==> src/hdl/uartPkg.sv <==
package uartPkg;

    // ----------------------------------------
    // widths
    // ----------------------------------------
    localparam int dataWidth   = 8;     // data byte and APB data bus
    localparam int baudWidth   = 13;    // baud divider value
    localparam int addrWidth   = 5;     // PADDR width
    localparam int statusWidth = 5;     // used bits of the status register

    // ticks per serial bit, both directions
    localparam int overSample = 16;

    // ----------------------------------------
    // register indices (PADDR[4:2])
    // ----------------------------------------
    localparam logic [2:0] txDataOffs = 3'd0;   // write only
    localparam logic [2:0] rxDataOffs = 3'd1;   // read only
    localparam logic [2:0] ctrl1Offs  = 3'd2;   // low baud bits
    localparam logic [2:0] ctrl2Offs  = 3'd3;   // high baud bits and frame format
    localparam logic [2:0] statusOffs = 3'd4;   // read only

endpackage

==> src/hdl/uartCfgIf.sv <==
`timescale 1ns/1ps

// frame configuration shared by the baud generator and both serial engines
interface uartCfgIf;
    import uartPkg::*;

    logic [baudWidth-1:0] baudVal;  // tick period is baudVal+1 clocks
    logic                 bit8;     // 1 = eight data bits, 0 = seven
    logic                 parityEn; // parity bit present in the frame
    logic                 oddParity; // 1 = odd, 0 = even

    modport cfgSrc (
        output baudVal,
        output bit8,
        output parityEn,
        output oddParity
    );

    modport cfgSink (
        input baudVal,
        input bit8,
        input parityEn,
        input oddParity
    );
endinterface

==> src/hdl/uartApb.sv <==
`timescale 1ns/1ps

module uartApb #(
    parameter bit                             fixedMode   = 1'b0,
    parameter logic [uartPkg::baudWidth-1:0]  fixedBaud   = '0,
    parameter bit                             fixedBit8   = 1'b0,
    parameter int                             fixedParity = 0
) (
    input  logic                          PCLK,
    input  logic                          PRESETN,
    input  logic [uartPkg::addrWidth-1:0] PADDR,
    input  logic                          PSEL,
    input  logic                          PENABLE,
    input  logic                          PWRITE,
    input  logic [uartPkg::dataWidth-1:0] PWDATA,
    output logic [uartPkg::dataWidth-1:0] PRDATA,
    output logic                          TXRDY,
    output logic                          RXRDY,
    input  logic                          RX,
    output logic                          TX,
    output logic                          PARITY_ERR,
    output logic                          OVERFLOW
);
    import uartPkg::*;

    logic                 txWrite;
    logic [dataWidth-1:0] txData;
    logic                 rxRead;
    logic [dataWidth-1:0] rxData;
    logic                 tick;
    logic                 framingErr;  // status bit 4 only

    uartCfgIf cfgIf ();

    uartApbRegs #(
        .fixedMode   (fixedMode),
        .fixedBaud   (fixedBaud),
        .fixedBit8   (fixedBit8),
        .fixedParity (fixedParity)
    ) i_uartApbRegs (
        .PCLK       (PCLK),
        .PRESETN    (PRESETN),
        .PADDR      (PADDR),
        .PSEL       (PSEL),
        .PENABLE    (PENABLE),
        .PWRITE     (PWRITE),
        .PWDATA     (PWDATA),
        .PRDATA     (PRDATA),
        .rxData     (rxData),
        .txRdy      (TXRDY),
        .rxRdy      (RXRDY),
        .parityErr  (PARITY_ERR),
        .overflow   (OVERFLOW),
        .framingErr (framingErr),
        .txWrite    (txWrite),
        .txData     (txData),
        .rxRead     (rxRead),
        .cfg        (cfgIf.cfgSrc)
    );

    uartBaudGen i_uartBaudGen (
        .PCLK    (PCLK),
        .PRESETN (PRESETN),
        .cfg     (cfgIf.cfgSink),
        .tick    (tick)
    );

    uartTx i_uartTx (
        .PCLK    (PCLK),
        .PRESETN (PRESETN),
        .tick    (tick),
        .txWrite (txWrite),
        .txData  (txData),
        .cfg     (cfgIf.cfgSink),
        .TX      (TX),
        .txRdy   (TXRDY)
    );

    uartRx i_uartRx (
        .PCLK       (PCLK),
        .PRESETN    (PRESETN),
        .tick       (tick),
        .RX         (RX),
        .rxRead     (rxRead),
        .cfg        (cfgIf.cfgSink),
        .rxData     (rxData),
        .rxRdy      (RXRDY),
        .parityErr  (PARITY_ERR),
        .overflow   (OVERFLOW),
        .framingErr (framingErr)
    );

endmodule

==> src/hdl/uartApbRegs.sv <==
`timescale 1ns/1ps

module uartApbRegs #(
    parameter bit                             fixedMode   = 1'b0,  // 1 = config from parameters
    parameter logic [uartPkg::baudWidth-1:0]  fixedBaud   = '0,
    parameter bit                             fixedBit8   = 1'b0,
    parameter int                             fixedParity = 0      // 0 none, 1 odd, 2 even
) (
    input  logic                          PCLK,
    input  logic                          PRESETN,
    input  logic [uartPkg::addrWidth-1:0] PADDR,
    input  logic                          PSEL,
    input  logic                          PENABLE,
    input  logic                          PWRITE,
    input  logic [uartPkg::dataWidth-1:0] PWDATA,
    output logic [uartPkg::dataWidth-1:0] PRDATA,
    input  logic [uartPkg::dataWidth-1:0] rxData,
    input  logic                          txRdy,
    input  logic                          rxRdy,
    input  logic                          parityErr,
    input  logic                          overflow,
    input  logic                          framingErr,
    output logic                          txWrite,     // one-cycle write strobe
    output logic [uartPkg::dataWidth-1:0] txData,
    output logic                          rxRead,      // one-cycle read strobe
    uartCfgIf.cfgSrc                      cfg
);
    import uartPkg::*;

    logic [2:0]             regIdx;
    logic                   setupRead;
    logic                   accessWrite;
    logic                   accessRead;
    logic [dataWidth-1:0]   ctrl1;
    logic [dataWidth-1:0]   ctrl2;
    logic [dataWidth-1:0]   rdMux;
    logic [statusWidth-1:0] status;
    logic                   fixParEn;
    logic                   fixOdd;

    assign regIdx      = PADDR[4:2];                    // word index
    assign setupRead   = PSEL && !PENABLE && !PWRITE;   // read data is picked here
    assign accessWrite = PSEL && PENABLE && PWRITE;
    assign accessRead  = PSEL && PENABLE && !PWRITE;

    assign txWrite = accessWrite && (regIdx == txDataOffs);
    assign txData  = PWDATA;
    assign rxRead  = accessRead && (regIdx == rxDataOffs);    // pops the rx holding reg

    // ----------------------------------------
    // control registers
    // ----------------------------------------
    always_ff @(posedge PCLK or negedge PRESETN) begin
        if (!PRESETN) begin
            ctrl1 <= '0;
            ctrl2 <= '0;
        end else if (accessWrite) begin
            if (regIdx == ctrl1Offs)
                ctrl1 <= PWDATA;
            if (regIdx == ctrl2Offs)
                ctrl2 <= PWDATA;
        end
    end

    // fixed parity code 1 is odd, 2 is even
    assign fixParEn = (fixedParity == 1) || (fixedParity == 2);
    assign fixOdd   = (fixedParity == 1);

    assign cfg.baudVal   = fixedMode ? fixedBaud : {ctrl2[dataWidth-1:3], ctrl1};
    assign cfg.bit8      = fixedMode ? fixedBit8 : ctrl2[0];
    assign cfg.parityEn  = fixedMode ? fixParEn  : ctrl2[1];
    assign cfg.oddParity = fixedMode ? fixOdd    : ctrl2[2];

    // ----------------------------------------
    // read path
    // ----------------------------------------
    assign status = {framingErr, overflow, parityErr, rxRdy, txRdy};

    always_comb begin
        case (regIdx)
            rxDataOffs: rdMux = rxData;
            ctrl1Offs:  rdMux = ctrl1;
            ctrl2Offs:  rdMux = ctrl2;
            statusOffs: rdMux = {{(dataWidth - statusWidth){1'b0}}, status};
            default:    rdMux = '0;          // tx data and unmapped offsets
        endcase
    end

    // registered at the end of setup, held between reads
    always_ff @(posedge PCLK or negedge PRESETN) begin
        if (!PRESETN)
            PRDATA <= '0;
        else if (setupRead)
            PRDATA <= rdMux;
    end

    // an access phase is only ever seen inside a selected transfer
    apbEnableNeedsSel: assert property (
        @(posedge PCLK) disable iff (!PRESETN) PENABLE |-> PSEL
    );

endmodule

==> src/hdl/uartBaudGen.sv <==
`timescale 1ns/1ps

module uartBaudGen (
    input  logic       PCLK,
    input  logic       PRESETN,
    uartCfgIf.cfgSink  cfg,
    output logic       tick       // one pulse per baudVal+1 clocks
);
    import uartPkg::*;

    logic [baudWidth-1:0] cnt;        // down-counter
    logic [baudWidth-1:0] baudLast;   // value the counter was last loaded from

    always_ff @(posedge PCLK or negedge PRESETN) begin
        if (!PRESETN) begin
            cnt      <= '0;
            baudLast <= '0;
            tick     <= 1'b0;
        end else if (cfg.baudVal != baudLast) begin
            baudLast <= cfg.baudVal;  // new rate, start the period over
            cnt      <= cfg.baudVal;
            tick     <= 1'b0;
        end else if (cnt == '0) begin
            cnt  <= cfg.baudVal;      // reload and pulse
            tick <= 1'b1;
        end else begin
            cnt  <= cnt - 1'b1;
            tick <= 1'b0;
        end
    end

    // back-to-back ticks only at the fastest setting
    tickSpacing: assert property (
        @(posedge PCLK) disable iff (!PRESETN) tick && (cfg.baudVal != '0) |=> !tick
    );

endmodule

==> src/hdl/uartRx.sv <==
`timescale 1ns/1ps

module uartRx (
    input  logic                          PCLK,
    input  logic                          PRESETN,
    input  logic                          tick,
    input  logic                          RX,
    input  logic                          rxRead,
    uartCfgIf.cfgSink                     cfg,
    output logic [uartPkg::dataWidth-1:0] rxData,
    output logic                          rxRdy,
    output logic                          parityErr,
    output logic                          overflow,
    output logic                          framingErr
);
    import uartPkg::*;

    localparam logic [2:0] sIdle   = 3'd0;
    localparam logic [2:0] sStart  = 3'd1;
    localparam logic [2:0] sData   = 3'd2;
    localparam logic [2:0] sParity = 3'd3;
    localparam logic [2:0] sStop   = 3'd4;
    localparam int tickBits = $clog2(overSample);
    localparam int bitBits  = $clog2(dataWidth);

    logic                 rxMeta;
    logic                 rxSync;      // RX after two flops
    logic [2:0]           state;
    logic [tickBits-1:0]  tickCnt;
    logic [bitBits-1:0]   bitCnt;
    logic [dataWidth-1:0] dataReg;     // assembly register
    logic                 parAcc;
    logic                 parErrPend;  // parity result until the stop bit
    logic                 midStart;
    logic                 startOk;
    logic                 bitEnd;
    logic                 lastBit;
    logic                 sampleData;
    logic                 stopSample;

    always_ff @(posedge PCLK or negedge PRESETN) begin
        if (!PRESETN) begin
            rxMeta <= 1'b1;
            rxSync <= 1'b1;
        end else begin
            rxMeta <= RX;
            rxSync <= rxMeta;
        end
    end

    assign midStart   = tick && (tickCnt == tickBits'(overSample / 2 - 1));  // tick 8
    assign startOk    = (state == sStart) && midStart && !rxSync;
    assign bitEnd     = tick && (tickCnt == tickBits'(overSample - 1));    // bit centre
    assign lastBit    = (bitCnt == (cfg.bit8 ? bitBits'(7) : bitBits'(6)));
    assign sampleData = (state == sData) && bitEnd;
    assign stopSample = (state == sStop) && bitEnd;

    // ----------------------------------------
    // frame FSM
    // ----------------------------------------
    always_ff @(posedge PCLK or negedge PRESETN) begin
        if (!PRESETN) begin
            state      <= sIdle;
            tickCnt    <= '0;
            bitCnt     <= '0;
            parAcc     <= 1'b0;
            parErrPend <= 1'b0;
        end else begin
            case (state)
                sIdle: begin
                    if (!rxSync) begin               // falling edge seen
                        tickCnt <= '0;
                        state   <= sStart;
                    end
                end
                sStart: begin
                    if (tick)
                        tickCnt <= tickCnt + 1'b1;
                    if (midStart) begin
                        tickCnt <= '0;               // count from mid start
                        if (rxSync) begin
                            state <= sIdle;          // a glitch and not a start bit
                        end else begin
                            bitCnt     <= '0;
                            parAcc     <= cfg.oddParity;
                            parErrPend <= 1'b0;
                            state      <= sData;
                        end
                    end
                end
                default: begin
                    if (tick)
                        tickCnt <= bitEnd ? '0 : tickCnt + 1'b1;
                    if (bitEnd) begin
                        case (state)
                            sData: begin
                                parAcc <= parAcc ^ rxSync;
                                bitCnt <= bitCnt + 1'b1;
                                if (lastBit)
                                    state <= cfg.parityEn ? sParity : sStop;
                            end
                            sParity: begin
                                parErrPend <= parAcc ^ rxSync;   // nonzero is a mismatch
                                state      <= sStop;
                            end
                            default: state <= sIdle;
                        endcase
                    end
                end
            endcase
        end
    end

    // data bits land by index so bit 7 stays 0 in 7-bit mode
    always_ff @(posedge PCLK) begin
        if (startOk)
            dataReg <= '0;
        else if (sampleData)
            dataReg[bitCnt] <= rxSync;
    end

    always_ff @(posedge PCLK) begin
        if (stopSample)
            rxData <= dataReg;               // overwrites an unread byte
    end

    // ----------------------------------------
    // ready and sticky error flags
    // ----------------------------------------
    always_ff @(posedge PCLK or negedge PRESETN) begin
        if (!PRESETN) begin
            rxRdy      <= 1'b0;
            overflow   <= 1'b0;
            parityErr  <= 1'b0;
            framingErr <= 1'b0;
        end else if (rxRead) begin
            rxRdy      <= 1'b0;
            overflow   <= 1'b0;
            parityErr  <= 1'b0;
            framingErr <= 1'b0;
        end else if (stopSample) begin
            rxRdy      <= 1'b1;
            overflow   <= overflow | rxRdy;  // previous byte never read
            parityErr  <= parErrPend;
            framingErr <= !rxSync;           // stop bit must be high
        end
    end

    // a read never lands on the cycle a fresh byte is flagged
    rdyRiseNoRead: assert property (
        @(posedge PCLK) disable iff (!PRESETN) $rose(rxRdy) |-> !rxRead
    );

endmodule

==> src/hdl/uartTx.sv <==
`timescale 1ns/1ps

module uartTx (
    input  logic                          PCLK,
    input  logic                          PRESETN,
    input  logic                          tick,
    input  logic                          txWrite,
    input  logic [uartPkg::dataWidth-1:0] txData,
    uartCfgIf.cfgSink                     cfg,
    output logic                          TX,
    output logic                          txRdy
);
    import uartPkg::*;

    localparam logic [2:0] sIdle   = 3'd0;
    localparam logic [2:0] sWait   = 3'd1;   // shifter loaded, waiting for a tick
    localparam logic [2:0] sStart  = 3'd2;
    localparam logic [2:0] sData   = 3'd3;
    localparam logic [2:0] sParity = 3'd4;
    localparam logic [2:0] sStop   = 3'd5;
    localparam int tickBits = $clog2(overSample);
    localparam int bitBits  = $clog2(dataWidth);

    logic [2:0]          state;
    logic [dataWidth-1:0] holdReg;
    logic                holdFull;
    logic [dataWidth-1:0] shiftReg;
    logic [tickBits-1:0] tickCnt;
    logic [bitBits-1:0]  bitCnt;
    logic                parAcc;     // running parity of sent bits
    logic                load;
    logic                bitEnd;
    logic                lastBit;

    assign txRdy   = !holdFull;
    assign load    = (state == sIdle) && holdFull;   // holding reg -> shifter
    assign bitEnd  = tick && (tickCnt == tickBits'(overSample - 1));
    assign lastBit = (bitCnt == (cfg.bit8 ? bitBits'(7) : bitBits'(6)));

    // ----------------------------------------
    // holding register
    // ----------------------------------------
    always_ff @(posedge PCLK) begin
        if (txWrite && !holdFull)
            holdReg <= txData;           // a write while full is dropped
    end

    always_ff @(posedge PCLK or negedge PRESETN) begin
        if (!PRESETN)
            holdFull <= 1'b0;
        else if (txWrite && !holdFull)
            holdFull <= 1'b1;
        else if (load)
            holdFull <= 1'b0;
    end

    always_ff @(posedge PCLK) begin
        if (load)
            shiftReg <= holdReg;
        else if ((state == sData) && bitEnd)
            shiftReg <= shiftReg >> 1;   // LSB first
    end

    // ----------------------------------------
    // frame FSM
    // ----------------------------------------
    always_ff @(posedge PCLK or negedge PRESETN) begin
        if (!PRESETN) begin
            state   <= sIdle;
            TX      <= 1'b1;             // line idles high
            tickCnt <= '0;
            bitCnt  <= '0;
            parAcc  <= 1'b0;
        end else begin
            case (state)
                sIdle: begin
                    if (load)
                        state <= sWait;
                end
                sWait: begin
                    if (tick) begin
                        TX      <= 1'b0;          // start bit
                        tickCnt <= '0;
                        bitCnt  <= '0;
                        parAcc  <= cfg.oddParity; // odd parity seeds a one
                        state   <= sStart;
                    end
                end
                default: begin
                    if (tick)
                        tickCnt <= bitEnd ? '0 : tickCnt + 1'b1;
                    if (bitEnd) begin
                        case (state)
                            sStart: begin
                                TX    <= shiftReg[0];
                                state <= sData;
                            end
                            sData: begin
                                parAcc <= parAcc ^ shiftReg[0];
                                bitCnt <= bitCnt + 1'b1;
                                if (!lastBit) begin
                                    TX <= shiftReg[1];
                                end else if (cfg.parityEn) begin
                                    TX    <= parAcc ^ shiftReg[0];
                                    state <= sParity;
                                end else begin
                                    TX    <= 1'b1;
                                    state <= sStop;
                                end
                            end
                            sParity: begin
                                TX    <= 1'b1;    // stop bit
                                state <= sStop;
                            end
                            default: state <= sIdle;  // stop bit done
                        endcase
                    end
                end
            endcase
        end
    end

    idleLineHigh: assert property (
        @(posedge PCLK) disable iff (!PRESETN) (state == sIdle) |-> TX
    );

endmodule

==> config.mk <==
export PLATFORM = sky130hd
export DESIGN_NAME = uartApb
export DESIGN_NICKNAME = d
export VERILOG_FILES = /design/src/hdl/uartPkg.sv /design/src/hdl/uartCfgIf.sv /design/src/hdl/uartApb.sv /design/src/hdl/uartApbRegs.sv /design/src/hdl/uartBaudGen.sv /design/src/hdl/uartRx.sv /design/src/hdl/uartTx.sv
export SDC_FILE = /design/constraint.sdc
export NUM_CORES = 1
export LEC_CHECK = 0
export BUFFER_PORTS_ARGS = -buffer_cell sky130_fd_sc_hd__buf_2
export CELL_PAD_IN_SITES_DETAIL_PLACEMENT = 1
export CELL_PAD_IN_SITES_GLOBAL_PLACEMENT = 1
export CORE_MARGIN = 2
export CORE_UTILIZATION = 43
export DETAILED_ROUTE_END_ITERATION = 7
export MAX_ROUTING_LAYER = met4
export PLACE_DENSITY = 0.78
export SLEW_MARGIN = 0
export SYNTH_ARGS = -nofsm -noshare
export SYNTH_HDL_FRONTEND = slang
export SYNTH_HIERARCHICAL = 1
export SYNTH_SLANG_ARGS = --single-unit
==> constraint.sdc <==
create_clock -name PCLK -period 2.4 [get_ports PCLK]
set_input_delay 0 -clock PCLK [delete_from_list [all_inputs] [get_ports PCLK]]
set_output_delay 0 -clock PCLK [all_outputs]
set_load 0.05 [all_outputs]
After elaboration in Yosys (flattened, before gate mapping). Cells that the tools add are included.

Register bits after elaboration: 114. Latch bits: 0. RAM bits: 0. Bits in read-only memories: 0. Input port bits: 19. Output and inout bits: 13. Memories kept: 0.

$add $sub $neg: 5. Multiply operators: 0. Divide/modulo/power cells: 0. Order comparisons: 2. Equality and inequality tests: 26. Shift-type cells: 0. Muxes and demuxes: 75. Bitwise operators: 5. Reduce and logical (&&, ||, !) cells: 48.

Operators by type and width (count): $mux W3 (16); $mux W4 (8); $pmux W8 S4 (1); $mux W1 (30); $pmux W3 S2 (5); $mux W13 (2); $eq A3 B2 Y1 const B (6); $logic_and A1 B1 Y1 (18); $mux W8 (2); $pmux W4 S2 (2); $reduce_and A4 Y1 (4); $reduce_bool A2 Y1 (8); $logic_not A13 Y1 (1); $ne A13 B13 Y1 (1); $sub A13 B1 Y13 const B (1); $reduce_and A5 Y1 (2); $eq A3 B1 Y1 const B (3); $eq A3 B3 Y1 const B (3); $logic_not A3 Y1 (3); $pmux W3 S3 (1); $reduce_bool A3 Y1 (3); $add A4 B1 Y4 const B (2); $bwmux W8 (1); $eq A4 B4 Y1 const B (2); 20 further kinds (36).

Depth between registers and ports, before layout.
Depth after elaboration: 6. Mapped depth: 7. Depth with buffers taken out: 6.

By module. Netlist, hierarchy kept.

By module, submodules not included: uartRx (instances 1, cells each 146, area each 1580.3 sq um); uartTx (instances 1, cells each 122, area each 1401.3 sq um); uartBaudGen (instances 1, cells each 108, area each 1330.0 sq um); uartApbRegs (instances 1, cells each 102, area each 1232.4 sq um).

Worst setup path after synthesis. OpenSTA, ideal clock, no wires.

Kind: register -> register. From: reg i_uartBaudGen.cnt[6]. To: reg i_uartBaudGen.cnt[10]. Setup time: 125 ps. Arrival: 1802 ps. Required time: 2275 ps. Path slack: 472 ps. Stages on the path, launching flop included: 7. Clock period less this slack: 1928 ps. Path through: dfrtp_1 -> or4_4 -> nor3_2 -> nand4b_1 -> nand3_2 -> buf_12 -> mux2_4.

Longest elaborated chain between the ends: 3. Elaborated cells on any way between the ends: 4. Those cells by class: add/sub (1); mux (2); reduce/logical (1).

Ends and longest elaborated chain: start: declaration (RTL line uartBaudGen.sv:11) `logic [baudWidth-1:0] cnt;`; start signal: assignment (RTL line uartBaudGen.sv:21) `cnt <= cfg.baudVal;`; start signal: assignment (RTL line uartBaudGen.sv:24) `cnt <= cfg.baudVal;`; start signal: assignment (RTL line uartBaudGen.sv:27) `cnt <= cnt - 1'b1;`; $sub A13 B1 Y13 / $logic_not A13 Y1 (equally long branches) (RTL line uartBaudGen.sv:27, uartBaudGen.sv:23); $mux W13 (*) (RTL line uartBaudGen.sv:23) `end else if (cnt == '0) begin`; $mux W13 (*) (RTL line uartBaudGen.sv:19) `end else if (cfg.baudVal != baudLast) begin`.

Mark *: on every way between the ends. The rest lies on a longest branch, timed or not. A chain may end at the register's enable or synchronous reset.

Worst setup path in the final report.
From: reg i_uartBaudGen.cnt[6]. To: reg i_uartBaudGen.cnt[0].

Longest elaborated chain between the ends: 3.

Ends and longest elaborated chain (RTL line): $logic_not A13 Y1 (uartBaudGen.sv:23); $mux W13 (uartBaudGen.sv:23); $mux W13 (uartBaudGen.sv:19).

No other way between the ends.

==> metrics <==
CTS root buf=clkbuf_16; DRT met1 WL=~5800 µm; hold slack final=0.0462 ns; placed insts=649; Die Span Y=118 µm; Leak Pwr=2.72 nW; hold crit path type=in -> reg; Final period util=0.917; global-route wire length before repair=around 22000 µm; vias in the first global route=4088; Layout area overhead=16.2%; CTS tree=built; met2 wire length=6890 µm; Via density=5.47; highest clock rate=0.455 GHz; register area=slightly below 3000 µm²; setup ws final=between 0.2 and 0.25 ns; wire length per cell=19.2 µm; Post-synth ARST share=0.719; clk buf depth=2; Final Setup Violations=0; ratio of cells with drive above 1 in the final layout=0.240; Slew headroom=0.437; Slew @ Worst Pin=around 0.84 ns; Iter 0 DRT Violations=217; FF-to-FF path depth=5; skew final=between 0.009 and 0.01 ns; most frequent cell after synthesis=dfrtp_1; final global-route overflow total=0; Core Footprint=12600 µm²; crit path capture=i_uartBaudGen/cnt[0]; Syn Inst Count=around 480; drt first pass iters=4; met3 wire length=389 µm; GPL Wtd Cong=between 0.8 and 0.9; CP cell instances=or4_4, nor3_2, nand4b_1, nand3_2, mux2_2; CP Launch Point=i_uartBaudGen/cnt[6]; Startpoint Class=flip-flop; final WL=13300 µm; utilization after layout=0.510; reg2reg setup slack=0.20 ns; number of synthesized flops with an enable pin=24; sequential area share after synthesis=0.530; Post-Syn Area per Cell=11.6 µm²; ys flop type=dfrtp_1; initial antenna violation count=0; Crit path largest cell delay=0.58 ns; RSZ-0062 raised after global routing=false; RR Endpoint=i_uartBaudGen/cnt[0]; CTS Sinks=between 100 and 150; # DRC=0; Max Transition Viols Final=0; Post-synth top cells=79 x dfrtp_1, 34 x nand2_1, 30 x mux2_2; Mapped Area=5540 µm²; fillcell total=1359; DP Wirelength=9070 µm; CP Max Fanout=13; I/O Buffers=29; leading post-synthesis cells by cell area=dfrtp_1 36%, edfxtp_1 13%, mux2_2 6.1%; Net Count, Synth=503; ANT nets after route=0; top cell type's share of synthesized area=0.357; outcome=completed; max_cap viols=0; H-tree depth=4; crit path capture type=flip-flop; CP Depth=5; Core Rows=41; ant diodes=0; pin count of the biggest net entering global routing=83; kind of cell adding the most delay to the critical path=simple AND/OR/NAND/NOR gates; multi-input combinational cell area=2300 µm²; pwr/cell area=937 nW/µm²; Tmin final=2.20 ns; Slowest cell on crit path=or4_4; setup TNS=0 ns; worst skew pair latency=about 0.42 ns; Post-CTS Hold Buffers=11; die area=13800 µm²; Post-CTS Resized=0; pre-CTS setup slack=~0.21 ns; vias=3782; Req. time, crit path=2.70 ns; Overall Global Routing Usage=0.213; Clock transition at path regs=0.06 ns; Arrival @ worst endpoint=2.50 ns; final net count=532; IO Count=32; WP buf/inv=0; Inserted Clock Buffers=17; Post-Layout Cell Count=692; Fin. Hold Viols=0; Max IR drop VDD=a little over 0.5 mV; post-synth cell types=73; Post-CTS Repair Setup Buffers=0; Yosys reg bits=about 110; top sig layer=met4; Yosys warning count=6; worst flop-to-flop path startpoint=i_uartBaudGen/cnt[6]; Crit Path Class=reg -> reg; Initial Util=0.439; DIE WIDTH=118 µm; Synth area leader=dfrtp_1
==> worst reg2reg max path: cells and delay by family (launching register included) <==
family / cells / cell delay (ns)
simple gates: 4 / 1.27
flops: 1 / 0.42
mux: 1 / 0.39
==> report_power, final <==
group / leakage (nW) / internal (mW) / switching [mW]
sequential: 1.31 / 2.22 / 0.295
combinational: 1.13 / 0.494 / 0.634
clock: 0.272 / 1.51 / 0.884
total: 2.72 / 4.22 / 1.81
==> layer usage <==
metal  GRT usage  vias up
met5           -        -
met3      0.0586       19
li1            -     1768
met4      0.0655        0
met2       0.357       47
met1       0.252     1948
==> worst min path at each step <==
| stage | start | end | slack, ns | cells past startpoint |
|---|---|---|---|---|
| floorplan | PRESETN | i_uartApbRegs/PRDATA[0] | -0.30 | 0 |
| global placement | PRESETN | i_uartRx/tickCnt[3] | 0.05 | 2 |
| detailed placement | PRESETN | i_uartRx/tickCnt[0] | 0.06 | 2 |
| CTS | PSEL | i_uartRx/framingErr | 0.03 | 4 |
| global route | PSEL | i_uartRx/framingErr | 0.05 | 4 |
| finish | PSEL | i_uartTx/holdFull | 0.05 | 5 |
==> logic make-up after synthesis <==
| group | Yosys count | synth area share |
|---|---|---|
| xor+xnor | 28 | 0.0442 |
| compound gates | 89 | 0.116 |
| buf+inv | 61 | 0.0548 |
| fa+ha+maj | 6 | 0.0135 |
| mux | 53 | 0.111 |
| simple gates | 127 | 0.131 |
| flops | 114 | 0.530 |
==> state kept, by name, indices dropped and copies added, names as in the netlist, 4 cells and up <==
signal and cells:
i_uartApbRegs/ctrl2 8, i_uartRx/tickCnt 4, i_uartRx/dataReg 8, i_uartRx/rxData 8, i_uartBaudGen/cnt 13, i_uartApbRegs/PRDATA 8
i_uartTx/tickCnt 4, i_uartTx/holdReg 8, i_uartApbRegs/ctrl1 8, i_uartBaudGen/baudLast 13, i_uartTx/shiftReg 8
==> layout make-up <==
class	count	share of cell area
repair buffers	52	0.0559
flip-flops and latches	114	0.456
inverters	19	0.0111
clock inverters	12	0.0183
multi-input cells	303	0.358
clock buffers	20	0.0678
well taps	172	0.0334
==> cell usage in the layout (no fill, tap or decap), types with 6 or more instances in the layout <==
cell type	count
nand3_1	9
buf_4	12
dfxtp_1	8
mux2_4	9
dfrtp_1	79
o21ai_0	24
edfxtp_1	24
nor3_1	8
mux2_2	30
a21oi_1	8
nand2_1	34
mux2i_1	14
inv_1	18
clkbuf_16	17
a22oi_1	6
ha_1	6
nand4_1	6
buf_2	28
xnor2_1	18
nand2b_1	6
dlygate4sd3_1	11
xor2_1	10
a22o_1	14
nor2_1	25
==> metrics by stage <==
| step | power, mW | cell area [µm²] |
|---|---|---|
| final | 6.03 | 6440 |
| after global routing | 6.34 | 6440 |
| after CTS | 6.09 | 6440 |
| after detailed placement | 3.65 | 5780 |
| after global placement | 3.57 | 5780 |
| after floorplan | 3.32 | 5540 |
(Power assumes the default switching activity.)
